==> config.mk <==
export PLATFORM = sky130hd
export DESIGN_NAME = psx_loader_top
export DESIGN_NICKNAME = d
export VERILOG_FILES = /design/src/logic/psx_loader_pkg.sv /design/src/logic/download_decode.sv /design/src/logic/word_packer.sv /design/src/logic/ram_write_router.sv /design/src/logic/framebuffer_setup.sv /design/src/logic/psx_loader_top.sv
export VERILOG_INCLUDE_DIRS = /design/src /design/src/logic
export SDC_FILE = /design/constraint.sdc
export NUM_CORES = 1
export LEC_CHECK = 0
export ABC_AREA = 1
export BUFFER_PORTS_ARGS = -buffer_cell sky130_fd_sc_hd__buf_2
export CORE_MARGIN = 8
export CORE_UTILIZATION = 55
export CTS_BUF_LIST = sky130_fd_sc_hd__clkbuf_8
export CTS_CLUSTER_SIZE = 40
export DETAILED_ROUTE_END_ITERATION = 10
export PLACE_DENSITY = 0.94
export SYNTH_ARGS = -nofsm -noshare
export SYNTH_HDL_FRONTEND = slang
export SYNTH_SLANG_ARGS = --single-unit
==> constraint.sdc <==
create_clock -name clk_1x -period 5.39 [get_ports clk_1x]
set_clock_uncertainty 0.05 [all_clocks]
set_input_delay 0.539 -clock clk_1x [delete_from_list [all_inputs] [get_ports clk_1x]]
set_output_delay 0.539 -clock clk_1x [all_outputs]
set_load 0.01 [all_outputs]
==> src/logic/psx_loader_settings.svh <==
//========================================
// loader widths, memory region offsets
// and framebuffer constants
//========================================
`ifndef PSX_LOADER_SETTINGS_SVH
`define PSX_LOADER_SETTINGS_SVH

// loader stream and memory bus
`define PSX_ADDR_W 27
`define PSX_HALF_W 16
`define PSX_WORD_W 32
`define PSX_INDEX_W 8

// image regions inside main memory
`define PSX_BIOS_START 2097152
`define PSX_EXE_START 4194304

// disc image size as seen by the core
`define PSX_CD_SIZE_W 30

// framebuffer in ddr3, 16 bit pixels
`define PSX_FB_BASE 32'h30000000
`define PSX_FB_LINE_BYTES 2048
`define PSX_FB_GEOM_W 12
`define PSX_VRAM_WIDTH 1024
`define PSX_VRAM_HEIGHT 512

// display offsets from the gpu
`define PSX_DISP_OFFX_W 10
`define PSX_DISP_OFFY_W 9

`endif

==> src/logic/psx_loader_pkg.sv <==
//========================================
// download kinds, fb formats, bus structs
//========================================
`default_nettype none
`include "psx_loader_settings.svh"

package psx_loader_pkg;

	// decoded from the host file index
	typedef enum logic [1:0] {
		DL_NONE = 2'd0,
		DL_BIOS = 2'd1,
		DL_EXE  = 2'd2,
		DL_CD   = 2'd3
	} dl_kind_e;

	// scaler pixel formats, bit3 selects 1555, low bits the depth
	typedef enum logic [4:0] {
		FB_FMT_16 = 5'b01100,
		FB_FMT_24 = 5'b00101
	} fb_fmt_e;

	// one halfword from the host loader
	typedef struct packed {
		logic                    wr;
		logic [`PSX_ADDR_W-1:0]  addr;
		logic [`PSX_HALF_W-1:0]  data;
		logic [`PSX_INDEX_W-1:0] index;
	} loader_beat_t;

	// full word toward a memory channel
	typedef struct packed {
		logic                   req;
		logic [`PSX_ADDR_W-1:0] addr;
		logic [`PSX_WORD_W-1:0] data;
	} ram_write_t;

	typedef struct packed {
		logic                      en;
		logic [4:0]                format;
		logic [`PSX_FB_GEOM_W-1:0] width;
		logic [`PSX_FB_GEOM_W-1:0] height;
		logic [31:0]               base;
	} fb_cfg_t;

	// user menu options
	typedef struct packed {
		logic fb_on;
		logic color24;
		logic vram_view;
	} fb_opts_t;

	typedef struct packed {
		logic [`PSX_FB_GEOM_W-1:0]   width;
		logic [`PSX_FB_GEOM_W-1:0]   height;
		logic [`PSX_DISP_OFFX_W-1:0] offset_x;
		logic [`PSX_DISP_OFFY_W-1:0] offset_y;
	} disp_geom_t;

endpackage

`default_nettype wire

==> src/logic/download_decode.sv <==
//========================================
// download type decode, core reset hold,
// exe start pulse and disc size capture
//========================================
`timescale 1ns/10ps
`default_nettype none
`include "psx_loader_settings.svh"

module download_decode (
	input  wire                                clk_1x,
	input  wire                                arst_n,
	input  wire                                download,
	input  wire psx_loader_pkg::loader_beat_t  beat,
	output psx_loader_pkg::dl_kind_e           dl_kind,
	output logic                               core_reset,
	output logic                               exe_load,
	output logic [`PSX_CD_SIZE_W-1:0]          cd_size
);

	psx_loader_pkg::dl_kind_e kind_next;
	psx_loader_pkg::dl_kind_e kind_prev;
	logic [`PSX_ADDR_W-1:0]   last_addr;
	logic                     exe_end;
	logic                     cd_end;

	//========================================
	// index decode
	//========================================
	always_comb begin
		kind_next = psx_loader_pkg::DL_NONE;
		if (download) begin
			// index 0 bios, 1 exe, any slot ending in 2 is a disc
			if (beat.index == `PSX_INDEX_W'(0)) begin
				kind_next = psx_loader_pkg::DL_BIOS;
			end else if (beat.index == `PSX_INDEX_W'(1)) begin
				kind_next = psx_loader_pkg::DL_EXE;
			end else if (beat.index[5:0] == 6'd2) begin
				kind_next = psx_loader_pkg::DL_CD;
			end
		end
	end

	// end of a download seen one cycle after dl_kind drops
	assign exe_end = (kind_prev == psx_loader_pkg::DL_EXE) &&
	                 (dl_kind != psx_loader_pkg::DL_EXE);
	assign cd_end  = (kind_prev == psx_loader_pkg::DL_CD) &&
	                 (dl_kind != psx_loader_pkg::DL_CD);

	//========================================
	// control registers
	//========================================
	always_ff @(posedge clk_1x or negedge arst_n) begin
		if (!arst_n) begin
			dl_kind    <= psx_loader_pkg::DL_NONE;
			kind_prev  <= psx_loader_pkg::DL_NONE;
			core_reset <= 1'b0;
			exe_load   <= 1'b0;
			cd_size    <= '0;
		end else begin
			dl_kind    <= kind_next;
			kind_prev  <= dl_kind;
			// core held in reset for the whole download
			core_reset <= (kind_next != psx_loader_pkg::DL_NONE);
			exe_load   <= exe_end;
			if (cd_end) begin
				cd_size <= `PSX_CD_SIZE_W'(last_addr);
			end
		end
	end

	// address of the final disc beat
	always_ff @(posedge clk_1x) begin
		if (beat.wr && (dl_kind == psx_loader_pkg::DL_CD)) begin
			last_addr <= beat.addr;
		end
	end

endmodule

`default_nettype wire

==> src/logic/word_packer.sv <==
//========================================
// halfword pairing into 32 bit writes,
// loader wait flag
//========================================
`timescale 1ns/10ps
`default_nettype none
`include "psx_loader_settings.svh"

module word_packer (
	input  wire                                clk_1x,
	input  wire                                arst_n,
	input  wire psx_loader_pkg::loader_beat_t  beat,
	input  wire psx_loader_pkg::dl_kind_e      dl_kind,
	input  wire                                wr_ack,
	output psx_loader_pkg::ram_write_t         wr,
	output logic                               load_wait
);

	logic                   active;
	logic                   accept;
	logic                   odd_half;
	logic [`PSX_ADDR_W-1:0] region_off;
	logic [`PSX_ADDR_W-1:0] word_addr;
	logic [`PSX_HALF_W-1:0] lo_half;
	logic [`PSX_WORD_W-1:0] word_data;
	logic                   req_q;

	// beats outside a known download are dropped
	assign active   = (dl_kind != psx_loader_pkg::DL_NONE);
	assign accept   = beat.wr && active;
	// address bit 1 picks the half of the word
	assign odd_half = beat.addr[1];

	//========================================
	// region offset per image type
	//========================================
	always_comb begin
		case (dl_kind)
			psx_loader_pkg::DL_BIOS: begin
				region_off = `PSX_ADDR_W'(`PSX_BIOS_START);
			end
			psx_loader_pkg::DL_EXE: begin
				region_off = `PSX_ADDR_W'(`PSX_EXE_START);
			end
			// disc memory starts at zero
			default: begin
				region_off = '0;
			end
		endcase
	end

	//========================================
	// word assembly
	//========================================
	always_ff @(posedge clk_1x) begin
		if (accept && !odd_half) begin
			lo_half   <= beat.data;
			word_addr <= beat.addr + region_off;
		end
		// high half lands on top, low half from the even beat
		if (accept && odd_half) begin
			word_data <= {beat.data, lo_half};
		end
	end

	always_ff @(posedge clk_1x or negedge arst_n) begin
		if (!arst_n) begin
			req_q     <= 1'b0;
			load_wait <= 1'b0;
		end else begin
			// one strobe per completed word
			req_q <= accept && odd_half;
			if (!active) begin
				load_wait <= 1'b0;
			end else if (accept && odd_half) begin
				load_wait <= 1'b1;
			end else if (wr_ack) begin
				// host released the cycle after the memory ack
				load_wait <= 1'b0;
			end
		end
	end

	assign wr = '{req: req_q, addr: word_addr, data: word_data};

	// host loader honours the wait flag
	a_no_beat_in_wait: assert property (@(posedge clk_1x) disable iff (!arst_n)
		load_wait |-> !beat.wr)
		else $error("loader strobe while wait is high");

endmodule

`default_nettype wire

==> src/logic/ram_write_router.sv <==
//========================================
// main / disc channel steering, ack merge
//========================================
`timescale 1ns/10ps
`default_nettype none
`include "psx_loader_settings.svh"

module ram_write_router (
	input  wire                              clk_1x,
	input  wire                              arst_n,
	input  wire psx_loader_pkg::ram_write_t  wr,
	input  wire psx_loader_pkg::dl_kind_e    dl_kind,
	input  wire                              main_ack,
	input  wire                              cd_ack,
	output psx_loader_pkg::ram_write_t       main_wr,
	output psx_loader_pkg::ram_write_t       cd_wr,
	output logic                             wr_ack
);

	logic                   to_main;
	logic                   to_cd;
	logic                   main_req_q;
	logic                   cd_req_q;
	logic [`PSX_ADDR_W-1:0] addr_q;
	logic [`PSX_WORD_W-1:0] data_q;
	logic                   pending;
	logic                   pend_cd;

	// bios and exe share main memory
	assign to_main = wr.req && ((dl_kind == psx_loader_pkg::DL_BIOS) ||
	                            (dl_kind == psx_loader_pkg::DL_EXE));
	assign to_cd   = wr.req && (dl_kind == psx_loader_pkg::DL_CD);

	// only the channel that holds the write may finish it
	assign wr_ack = pending && (pend_cd ? cd_ack : main_ack);

	always_ff @(posedge clk_1x or negedge arst_n) begin
		if (!arst_n) begin
			main_req_q <= 1'b0;
			cd_req_q   <= 1'b0;
			pending    <= 1'b0;
			pend_cd    <= 1'b0;
		end else begin
			main_req_q <= to_main;
			cd_req_q   <= to_cd;
			if (to_main || to_cd) begin
				pending <= 1'b1;
				pend_cd <= to_cd;
			end else if (wr_ack) begin
				pending <= 1'b0;
			end
		end
	end

	// shared payload, one word in flight
	always_ff @(posedge clk_1x) begin
		if (wr.req) begin
			addr_q <= wr.addr;
			data_q <= wr.data;
		end
	end

	assign main_wr = '{req: main_req_q, addr: addr_q, data: data_q};
	assign cd_wr   = '{req: cd_req_q, addr: addr_q, data: data_q};

	a_no_overlap: assert property (@(posedge clk_1x) disable iff (!arst_n)
		wr.req |-> !pending)
		else $error("new write while previous one is outstanding");

	a_ack_in_flight: assert property (@(posedge clk_1x) disable iff (!arst_n)
		(main_ack || cd_ack) |-> pending)
		else $error("channel ack with no write outstanding");

endmodule

`default_nettype wire

==> src/logic/framebuffer_setup.sv <==
//========================================
// framebuffer format, geometry and base
//========================================
`timescale 1ns/10ps
`default_nettype none
`include "psx_loader_settings.svh"

module framebuffer_setup (
	input  wire                              clk_1x,
	input  wire                              arst_n,
	input  wire psx_loader_pkg::fb_opts_t    fb_opts,
	input  wire psx_loader_pkg::disp_geom_t  disp,
	output psx_loader_pkg::fb_cfg_t          fb_cfg
);

	psx_loader_pkg::fb_cfg_t cfg_next;
	logic [31:0]             off_x_bytes;
	logic [31:0]             off_y_bytes;

	//========================================
	// display window origin in bytes
	//========================================
	// two bytes per pixel
	assign off_x_bytes = {{(31 - `PSX_DISP_OFFX_W){1'b0}}, disp.offset_x, 1'b0};
	// fixed line stride
	assign off_y_bytes = 32'(disp.offset_y) * 32'(`PSX_FB_LINE_BYTES);

	always_comb begin
		cfg_next.en = fb_opts.fb_on;
		if (fb_opts.color24) begin
			cfg_next.format = psx_loader_pkg::FB_FMT_24;
		end else begin
			cfg_next.format = psx_loader_pkg::FB_FMT_16;
		end
		if (fb_opts.vram_view) begin
			// whole 1024x512 vram
			cfg_next.width  = `PSX_FB_GEOM_W'(`PSX_VRAM_WIDTH);
			cfg_next.height = `PSX_FB_GEOM_W'(`PSX_VRAM_HEIGHT);
			cfg_next.base   = `PSX_FB_BASE;
		end else begin
			// visible display area only
			cfg_next.width  = disp.width;
			cfg_next.height = disp.height;
			cfg_next.base   = `PSX_FB_BASE + off_x_bytes + off_y_bytes;
		end
	end

	//========================================
	// output register
	//========================================
	always_ff @(posedge clk_1x or negedge arst_n) begin
		if (!arst_n) begin
			fb_cfg <= '0;
		end else begin
			fb_cfg <= cfg_next;
		end
	end

endmodule

`default_nettype wire

==> src/logic/psx_loader_top.sv <==
//========================================
// loader front end, top level
//========================================
`timescale 1ns/10ps
`default_nettype none
`include "psx_loader_settings.svh"

module psx_loader_top (
	input  wire                              clk_1x,
	input  wire                              arst_n,
	// host loader
	input  wire                              download,
	input  wire psx_loader_pkg::loader_beat_t beat,
	output wire                              load_wait,
	// main memory write channel
	output psx_loader_pkg::ram_write_t       main_wr,
	input  wire                              main_ack,
	// disc memory write channel
	output psx_loader_pkg::ram_write_t       cd_wr,
	input  wire                              cd_ack,
	// core control
	output wire                              exe_load,
	output wire                              core_reset,
	output wire [`PSX_CD_SIZE_W-1:0]         cd_size,
	// framebuffer
	input  wire psx_loader_pkg::fb_opts_t    fb_opts,
	input  wire psx_loader_pkg::disp_geom_t  disp,
	output psx_loader_pkg::fb_cfg_t          fb_cfg
);

	wire psx_loader_pkg::dl_kind_e   dl_kind;
	wire psx_loader_pkg::ram_write_t packed_wr;
	wire                             wr_ack;

	//========================================
	// download path
	//========================================
	download_decode u_decode (
		.clk_1x     (clk_1x),
		.arst_n     (arst_n),
		.download   (download),
		.beat       (beat),
		.dl_kind    (dl_kind),
		.core_reset (core_reset),
		.exe_load   (exe_load),
		.cd_size    (cd_size)
	);

	// halfwords in, words out
	word_packer u_packer (
		.clk_1x    (clk_1x),
		.arst_n    (arst_n),
		.beat      (beat),
		.dl_kind   (dl_kind),
		.wr_ack    (wr_ack),
		.wr        (packed_wr),
		.load_wait (load_wait)
	);

	ram_write_router u_router (
		.clk_1x   (clk_1x),
		.arst_n   (arst_n),
		.wr       (packed_wr),
		.dl_kind  (dl_kind),
		.main_ack (main_ack),
		.cd_ack   (cd_ack),
		.main_wr  (main_wr),
		.cd_wr    (cd_wr),
		.wr_ack   (wr_ack)
	);

	//========================================
	// video setup
	//========================================
	framebuffer_setup u_fb (
		.clk_1x  (clk_1x),
		.arst_n  (arst_n),
		.fb_opts (fb_opts),
		.disp    (disp),
		.fb_cfg  (fb_cfg)
	);

endmodule

`default_nettype wire

==> metrics.md, run 1 <==
| Metric | Value |
|---|---|
| Status | finished clean |
| Worst path max stage delay | between 0.6 and 0.7 ns |
| Sequential fraction of the synthesis area | about four fifths |
| First-pass GRT wire length | 27700 um |
| Clock Latency Late Sink | around 0.51 ns |
| Startpoint types | flip-flop |
| Max-slew headroom | around a quarter |
| Total negative slack | 0 ns |
| Core area | around 16000 um2 |
| H-tree depth | 2 |
| Worst-path clk slew | 0.06 ns |
| Gpl congestion | 0.765 |
| Vias in the first global route | 5335 |
| R2R cell count | 4 |
| CTS tree | yes |
| Hold Crit Depth | 1 |
| Max Slew Vio Count | 0 |
| Num Clock Sinks | 247 |
| Total GRT Usage | 18.1% |
| CTS resizes | 0 |
| Synth Area per Inst | 15.2 um2 |
| Finished Cell Area | 10800 um2 |
| Largest net degree at the start of global routing | 87 |
| Fmax | 511 MHz |
| Yosys cell types | 24 |
| Residual DRC | 0 |
| CTS max path bufs | 3 |
| Crit path max-delay cell type | nand3b_4 |
| Worst vdd ir | 0.220 mV |
| Worst path required time | around 5.7 ns |
| 1st-iter DRT viols | 127 |
| Gate Count Post-Synth | 581 |
| Crit path buf inv count | 0 |
| Max-Cap Viols | 0 |
| Via density per instance | around 4.5 |
| Crit path max-delay family | simple AND/OR/NAND/NOR gates |
| Synthesis-stage register bit count | 247 |
| FFs w/ async S/R, synth | 34.8% |
| Initial antenna violation count | 2 |
| # hold bufs at CTS | 0 |
| Final Hold Fails | 0 |
| Crit end category | flip-flop |
| Die X | 143 um |
| WL/cell | 17.0 um |
| Stages on worst setup path | 4 |
| Critical-path cell list | ha_1 > nand3b_4 > nand2_1 > o21ai_2 |
| Vias | 4978 |
| Worst EP arrival | 2.27 ns |
| Row cnt | 46 |
| Antenna-violating nets left | 0 |
| Share of layout cells above drive strength 1 | 44.0% |
| Leak | ~0.0053 uW |
| Cell Area, Placed | approximately 10000 um2 |
| Total power | 3610 uW |
| Final period utilization | 36.3% |
| Power density cells | between 300 and 400 nW/um2 |
| Top FF cell, synth | edfxtp_1 |
| Io pins | ~320 |
| Post-synth EDFFs | roughly 160 |
| Post-synthesis cell area | just under 9000 um2 |
| Critical-path maximum fanout | between 50 and 60 |
| WL final | 18700 um |
| Starting Density | between 50 and 60% |
| Num CTS Buffers | 38 |
| Most frequent cells in the layout | buf_2 (300), edfxtp_1 (161), inv_1 (111) |
| 1st-pass router iterations | 4 |
| Finish-stage setup viols | 0 |
| Ys Warns | 0 |
| Setup CP Type | flip-flop to flip-flop |
| Die area | 20400 um2 |
| Worst Hold Class | input port to flip-flop |
| Global route total overflow | 0 |
| Worst-Margin Slew | roughly 1.1 ns |
| NumNets Final | 962 |
| Detail Placement HPWL | 13700 um |
| Most common cell after layout, fill and taps aside | buf_2 |
| Die H | 143 um |
| IO buf count | 301 |
| Post-layout util | 68.1% |
| Root Buffer | clkbuf_8 |
| Minimum clock period after layout | a little under 2 ns |
| Setup bufs post-CTS | 0 |
| Synthesis-to-finish area growth | 21.7% |
| RSZ-0062 raised after global routing | no |
worst reg2reg max path: cells and delay by family, from the launching register on:
kind                       cells  cell delay, ns
DFF                            1            0.42
and+or+nand+nor                2            1.01
adders and majority gates      1            0.23
AOI/OAI and AO/OA              1            0.09
cell type report:
class,instances,area (um2)
antenna,1,2.50
sequential,247,6990
fill,1036,5050
clock buffer,43,592
multi-input combinational,168,915
inverter,92,345
clock inverter,26,131
tap,216,270
timing repair buffer,304,1530
path summary, 6_finish.rpt:
| check | start | end | slack (ns) |
|---|---|---|---|
| max reg2reg | u_decode.dl_kind[1]$_DFF_PN0_ | u_decode.cd_size[12]$_DFFE_PN0P_ | 3.43 |
| max in group asynchronous | arst_n | u_packer.req_q$_DFF_PN0_ | 4.33 |
| min in group asynchronous | arst_n | u_fb.fb_cfg[36]$_DFF_PN0_ | 0.19 |
| max | u_decode.dl_kind[1]$_DFF_PN0_ | u_decode.cd_size[12]$_DFFE_PN0P_ | 3.43 |
| min reg2reg | u_packer.lo_half[11]$_DFFE_PP_ | u_packer.word_data[11]$_DFFE_PP_ | 0.36 |
| min | fb_opts[1] | u_fb.fb_cfg[56]$_DFF_PN0_ | 0.1 |
state kept, by name (all words and copies together) (netlist names), 2 cells and up:
register	flops
u_decode.kind_prev	2
u_decode.dl_kind	2
u_decode.cd_size	27
u_decode.last_addr	27
u_packer.word_data	32
u_packer.word_addr	27
u_packer.lo_half	16
u_router.data_q	32
u_fb.fb_cfg	47
u_router.addr_q	27
power by group:
part	switching, uW	total, uW	internal (uW)	leakage, uW
clock	656	1430	777	0.000440
sequential	6.37	2040	2040	0.00259
combinational	79.2	130	50.7	0.00224
total	741	3610	2860	0.00527
cell usage after synthesis, types with 2 or more instances:
library cell  number  share of area, %
nand3_1            5              0.28
buf_6              5              0.64
o21ai_0            2              0.11
nand2_1           45               1.9
ha_1               7              0.99
nand2_2            3              0.21
nor2_1            51               2.2
or2_2              2              0.14
o21ai_2           27               2.7
conb_1             2             0.085
inv_1             92               3.9
buf_2              4              0.23
edfxtp_1         161                55
buf_4             79               6.7
dfrtp_1           86                24
xnor2_1            2              0.20
through the flow:
stage	setup WS, ns	hold WS (ns)	instances
3_5_place_dp	3.37	0.355	1027
4_1_cts	3.37	0.0590	1096
2_1_floorplan	2.32	0.193	596
5_1_grt	3.22	0.0711	1097
3_3_place_gp	3.37	0.351	1027
6_report	3.43	0.0979	1097
per-layer routing:
metal  vias to the layer above  wire length (um)  track usage [%]
met5                         -                10                0
met4                         2               556             8.33
met3                        49              2190             7.45
met2                       266              9800             33.0
met1                      2336              6110             17.5
li1                       2325                 -                -
cells by family (layout without fill, tap and decap cells):
group	count (synthesis)	in the layout	share of synthesized area [%]
flip-flops	247	247	78.9
buffers and inverters	181	465	11.5
AND/OR/NAND/NOR	109	109	5.09
AO/OA/AOI/OAI	31	31	2.92
adder cells (fa/ha/maj)	8	8	1.21
XOR/XNOR	3	3	0.297
other	2	18	0.0848
Note: power is estimated with default switching activity, not from simulation.
==> inputs of run 2 (changes only) <==
--- a/config.mk
+++ b/config.mk
@@ -9,11 +9,11 @@
 export ABC_AREA = 1
 export BUFFER_PORTS_ARGS = -buffer_cell sky130_fd_sc_hd__buf_2
 export CORE_MARGIN = 8
-export CORE_UTILIZATION = 55
+export CORE_UTILIZATION = 51
 export CTS_BUF_LIST = sky130_fd_sc_hd__clkbuf_8
 export CTS_CLUSTER_SIZE = 40
 export DETAILED_ROUTE_END_ITERATION = 10
-export PLACE_DENSITY = 0.94
+export PLACE_DENSITY = 0.89
 export SYNTH_ARGS = -nofsm -noshare
 export SYNTH_HDL_FRONTEND = slang
 export SYNTH_SLANG_ARGS = --single-unit
==> constraint.sdc (replaced) <==
create_clock -name clk_1x -period 2.04 [get_ports clk_1x]
set_clock_uncertainty 0.05 [all_clocks]
set_input_delay 0.204 -clock clk_1x [delete_from_list [all_inputs] [get_ports clk_1x]]
set_output_delay 0.204 -clock clk_1x [all_outputs]
set_load 0.01 [all_outputs]
==> run 2 against run 1 <==
Net effect:
- clock power grew to 2.7 times the previous value
- setup slack lost 3.2 ns
- clock-buffer cell count is the same
- global-route usage grew 1.4 points
- sequential power grew to 2.6 times the previous value
- sequential share of layout area shrank 5.8 points
==> metrics.md, run 2 (synthesis gave the netlist of run 1 again) <==
| Metric | Value |
|---|---|
| Core area | 17100 um2 (+8.1%) |
| Minimum clock period after layout | 1.83 ns (-0.126 ns) |
| Num CTS Buffers | 40 (+5.3%) |
| Setup CP Type | flip-flop to flip-flop |
| Max-Cap Viols | 0 (unchanged) |
| Largest net degree at the start of global routing | 53 (-39%) |
| Vias in the first global route | 6093 (+14%) |
| Root Buffer | clkbuf_8 |
| Global route total overflow | 0 (unchanged) |
| H-tree depth | 2 (unchanged) |
| Biggest register | u_fb.fb_cfg |
| Vias | 5413 (+8.7%) |
| IO buf count | 301 (unchanged) |
| Worst-path clk slew | 0.06 ns (about the same) |
| CTS max path bufs | 3 (unchanged) |
| Total GRT Usage | 19.5% (+1.4 points) |
| Die H | 148 um (+3.4%) |
| Final Hold Fails | 0 (unchanged) |
| Leak | 0.00569 uW (+8.1%) |
| Clock Latency Late Sink | 0.51 ns (about the same) |
| Clock group share of total power | 39.6% (about the same) |
| Leading registers by flop count | u_fb.fb_cfg (47), u_packer.word_data (32), u_router.data_q (32) |
| Startpoint types | flip-flop |
| HP Start | main_ack |
| Combinational share of power | 5.2% (+1.6 points) |
| Via density per instance | 4.49 (-1.1%) |
| Num Clock Sinks | 247 (unchanged) |
| Largest register FFs | 47 (unchanged) |
| Initial antenna violation count | 2 (unchanged) |
| Total negative slack | 0 ns (unchanged) |
| Fmax | 546 MHz (+6.9%) |
| Antenna-violating nets left | 0 (unchanged) |
| Sequential Power Share | 55.2% (-1.5 points) |
| Worst-Margin Slew | 0.689 ns (-0.439 ns) |
| Die area | 21800 um2 (+7.0%) |
| First-pass GRT wire length | 33100 um (+19%) |
| Setup bufs post-CTS | 0 (unchanged) |
| Worst EP arrival | 2.04 ns (-0.23 ns) |
| NumNets Final | 1061 (+10%) |
| Most common cell after layout, fill and taps aside | buf_2 |
| Finish-stage setup viols | 0 (unchanged) |
| 1st-pass router iterations | 5 (+1) |
| Final period utilization | 89.7% (+53 points) |
| Worst r2r src | u_decode.dl_kind[1]$_DFF_PN0_ |
| Worst path required time | 2.25 ns (-3.45 ns) |
| Sw Pwr | 2080 uW (+180%) |
| Most frequent cells in the layout | buf_2 (300), edfxtp_1 (161), inv_1 (107) |
| Hold EP | u_router.pending$_DFFE_PN0P_ |
| Max Slew Vio Count | 0 (unchanged) |
| Share of layout cells above drive strength 1 | 40.1% (-3.8 points) |
| Hold Crit Depth | 4 (+3) |
| WL/cell | 18.0 um (+5.7%) |
| Int Pwr | 7700 uW (+170%) |
| Io pins | 318 (unchanged) |
| Max-slew headroom | 54.1% (+29 points) |
| CTS resizes | 0 (unchanged) |
| Die X | 148 um (+3.4%) |
| Worst vdd ir | 0.521 mV (+140%) |
| Detail Placement HPWL | 14100 um (+2.8%) |
| CTS tree | yes |
| Status | finished clean |
| Residual DRC | 0 (unchanged) |
| FF-to-FF End | u_packer.word_addr[25]$_DFFE_PP_ |
| Critical-path maximum fanout | 5 (-91%) |
| R2R Setup Slk | 0.21 ns (-3.22 ns) |
| Synthesis-to-finish area growth | 33.6% |
| WL final | 21700 um (+16%) |
| Worst Hold Class | input port to flip-flop |
| Power density cells | 827 nW/um2 (+150%) |
| Row cnt | 48 (+4.3%) |
| 1st-iter DRT viols | 220 (+73%) |
| Switching share of power | 21.3% (+0.70 points) |
| Starting Density | 51.7% (-4.2 points) |
| Post-layout util | 69.1% (+1.0 points) |
| RSZ-0062 raised after global routing | no |
| R2R cell count | 7 (+3) |
| Crit end category | flip-flop |
| Gpl congestion | 0.762 (-0.37%) |
## run 2: cell count changes in the layout (fill, tap and decap cells not counted), sizes merged
| cell | previous run | this run |
|---|---|---|
| buf | 304 | 309 |
| dlygate4sd3 | 0 | 92 |
| inv | 111 | 108 |
| diode | 1 | 2 |
| clkinv | 5 | 11 |
| clkinvlp | 1 | 0 |
## run 2: routing by layer
layer,vias up,GRT usage [%],share of wire (%)
li1,2525,-,-
met1,2567,20.2,35
met2,279,33.9,50
met3,42,9.05,12
met4,0,7.70,2.8
met5,-,0,0
## run 2: cell type report
cell class,count,area [um2]
Clock inverter,28,139
Tap cell,225,282
Sequential cell,247,6990
Multi-Input combinational cell,168,915
Fill cell,1090,5290
Timing Repair Buffer,401,2560
Inverter,92,345
Clock buffer,43,592
Antenna cell,2,5.00
## run 2: worst max path at each step
stage | from | endpoint | slack (ns)
after floorplan | u_decode.dl_kind[0]$_DFF_PN0_ | u_packer.lo_half[0]$_DFFE_PP_ | 0.16
after global placement | u_decode.dl_kind[1]$_DFF_PN0_ | u_packer.word_addr[25]$_DFFE_PP_ | 0.31
after detailed placement | u_decode.dl_kind[1]$_DFF_PN0_ | u_packer.word_addr[25]$_DFFE_PP_ | 0.23
after CTS | u_decode.dl_kind[1]$_DFF_PN0_ | u_packer.word_addr[25]$_DFFE_PP_ | 0.22
after global routing | u_decode.dl_kind[1]$_DFF_PN0_ | u_packer.word_addr[25]$_DFFE_PP_ | 0.09
final | u_decode.dl_kind[1]$_DFF_PN0_ | u_packer.word_addr[25]$_DFFE_PP_ | 0.21
## run 2: power groups by stage
stage / Sequential (uW) / Clock, uW / Combinational (uW)
detailed placement: 5500 / 0 / 355
floorplan: 5530 / 0 / 111
finish: 5400 / 3870 / 511
CTS: 5400 / 3970 / 497
global placement: 5490 / 0 / 341
global route: 5400 / 4200 / 556
## run 2: metrics by stage
stage	std cells	total power, uW	setup slack [ns]	hold slack (ns)	cell area (um2)
4_1_cts	1204	9860	0.217	0.00519	11800
2_1_floorplan	596	5640	0.161	-0.142	8920
3_3_place_gp	1041	5830	0.306	0.151	10200
5_1_grt	1206	10200	0.0905	0.0525	11800
3_5_place_dp	1041	5850	0.228	0.161	10200
6_report	1206	9780	0.210	0.0309	11800
## run 2: timing repair
item	CTS	global route
setup endpoints to repair	0	0
hold buffers	92	0
endpoints found under the hold margin	169	0
## run 2: worst max-delay path, stage by stage (launching register included)
cell	delay, ns
dfrtp_1	0.43
inv_1	0.10
ha_1	0.14
ha_1	0.18
inv_1	0.07
fa_1	0.41
nor2_1	0.14
xor2_1	0.08
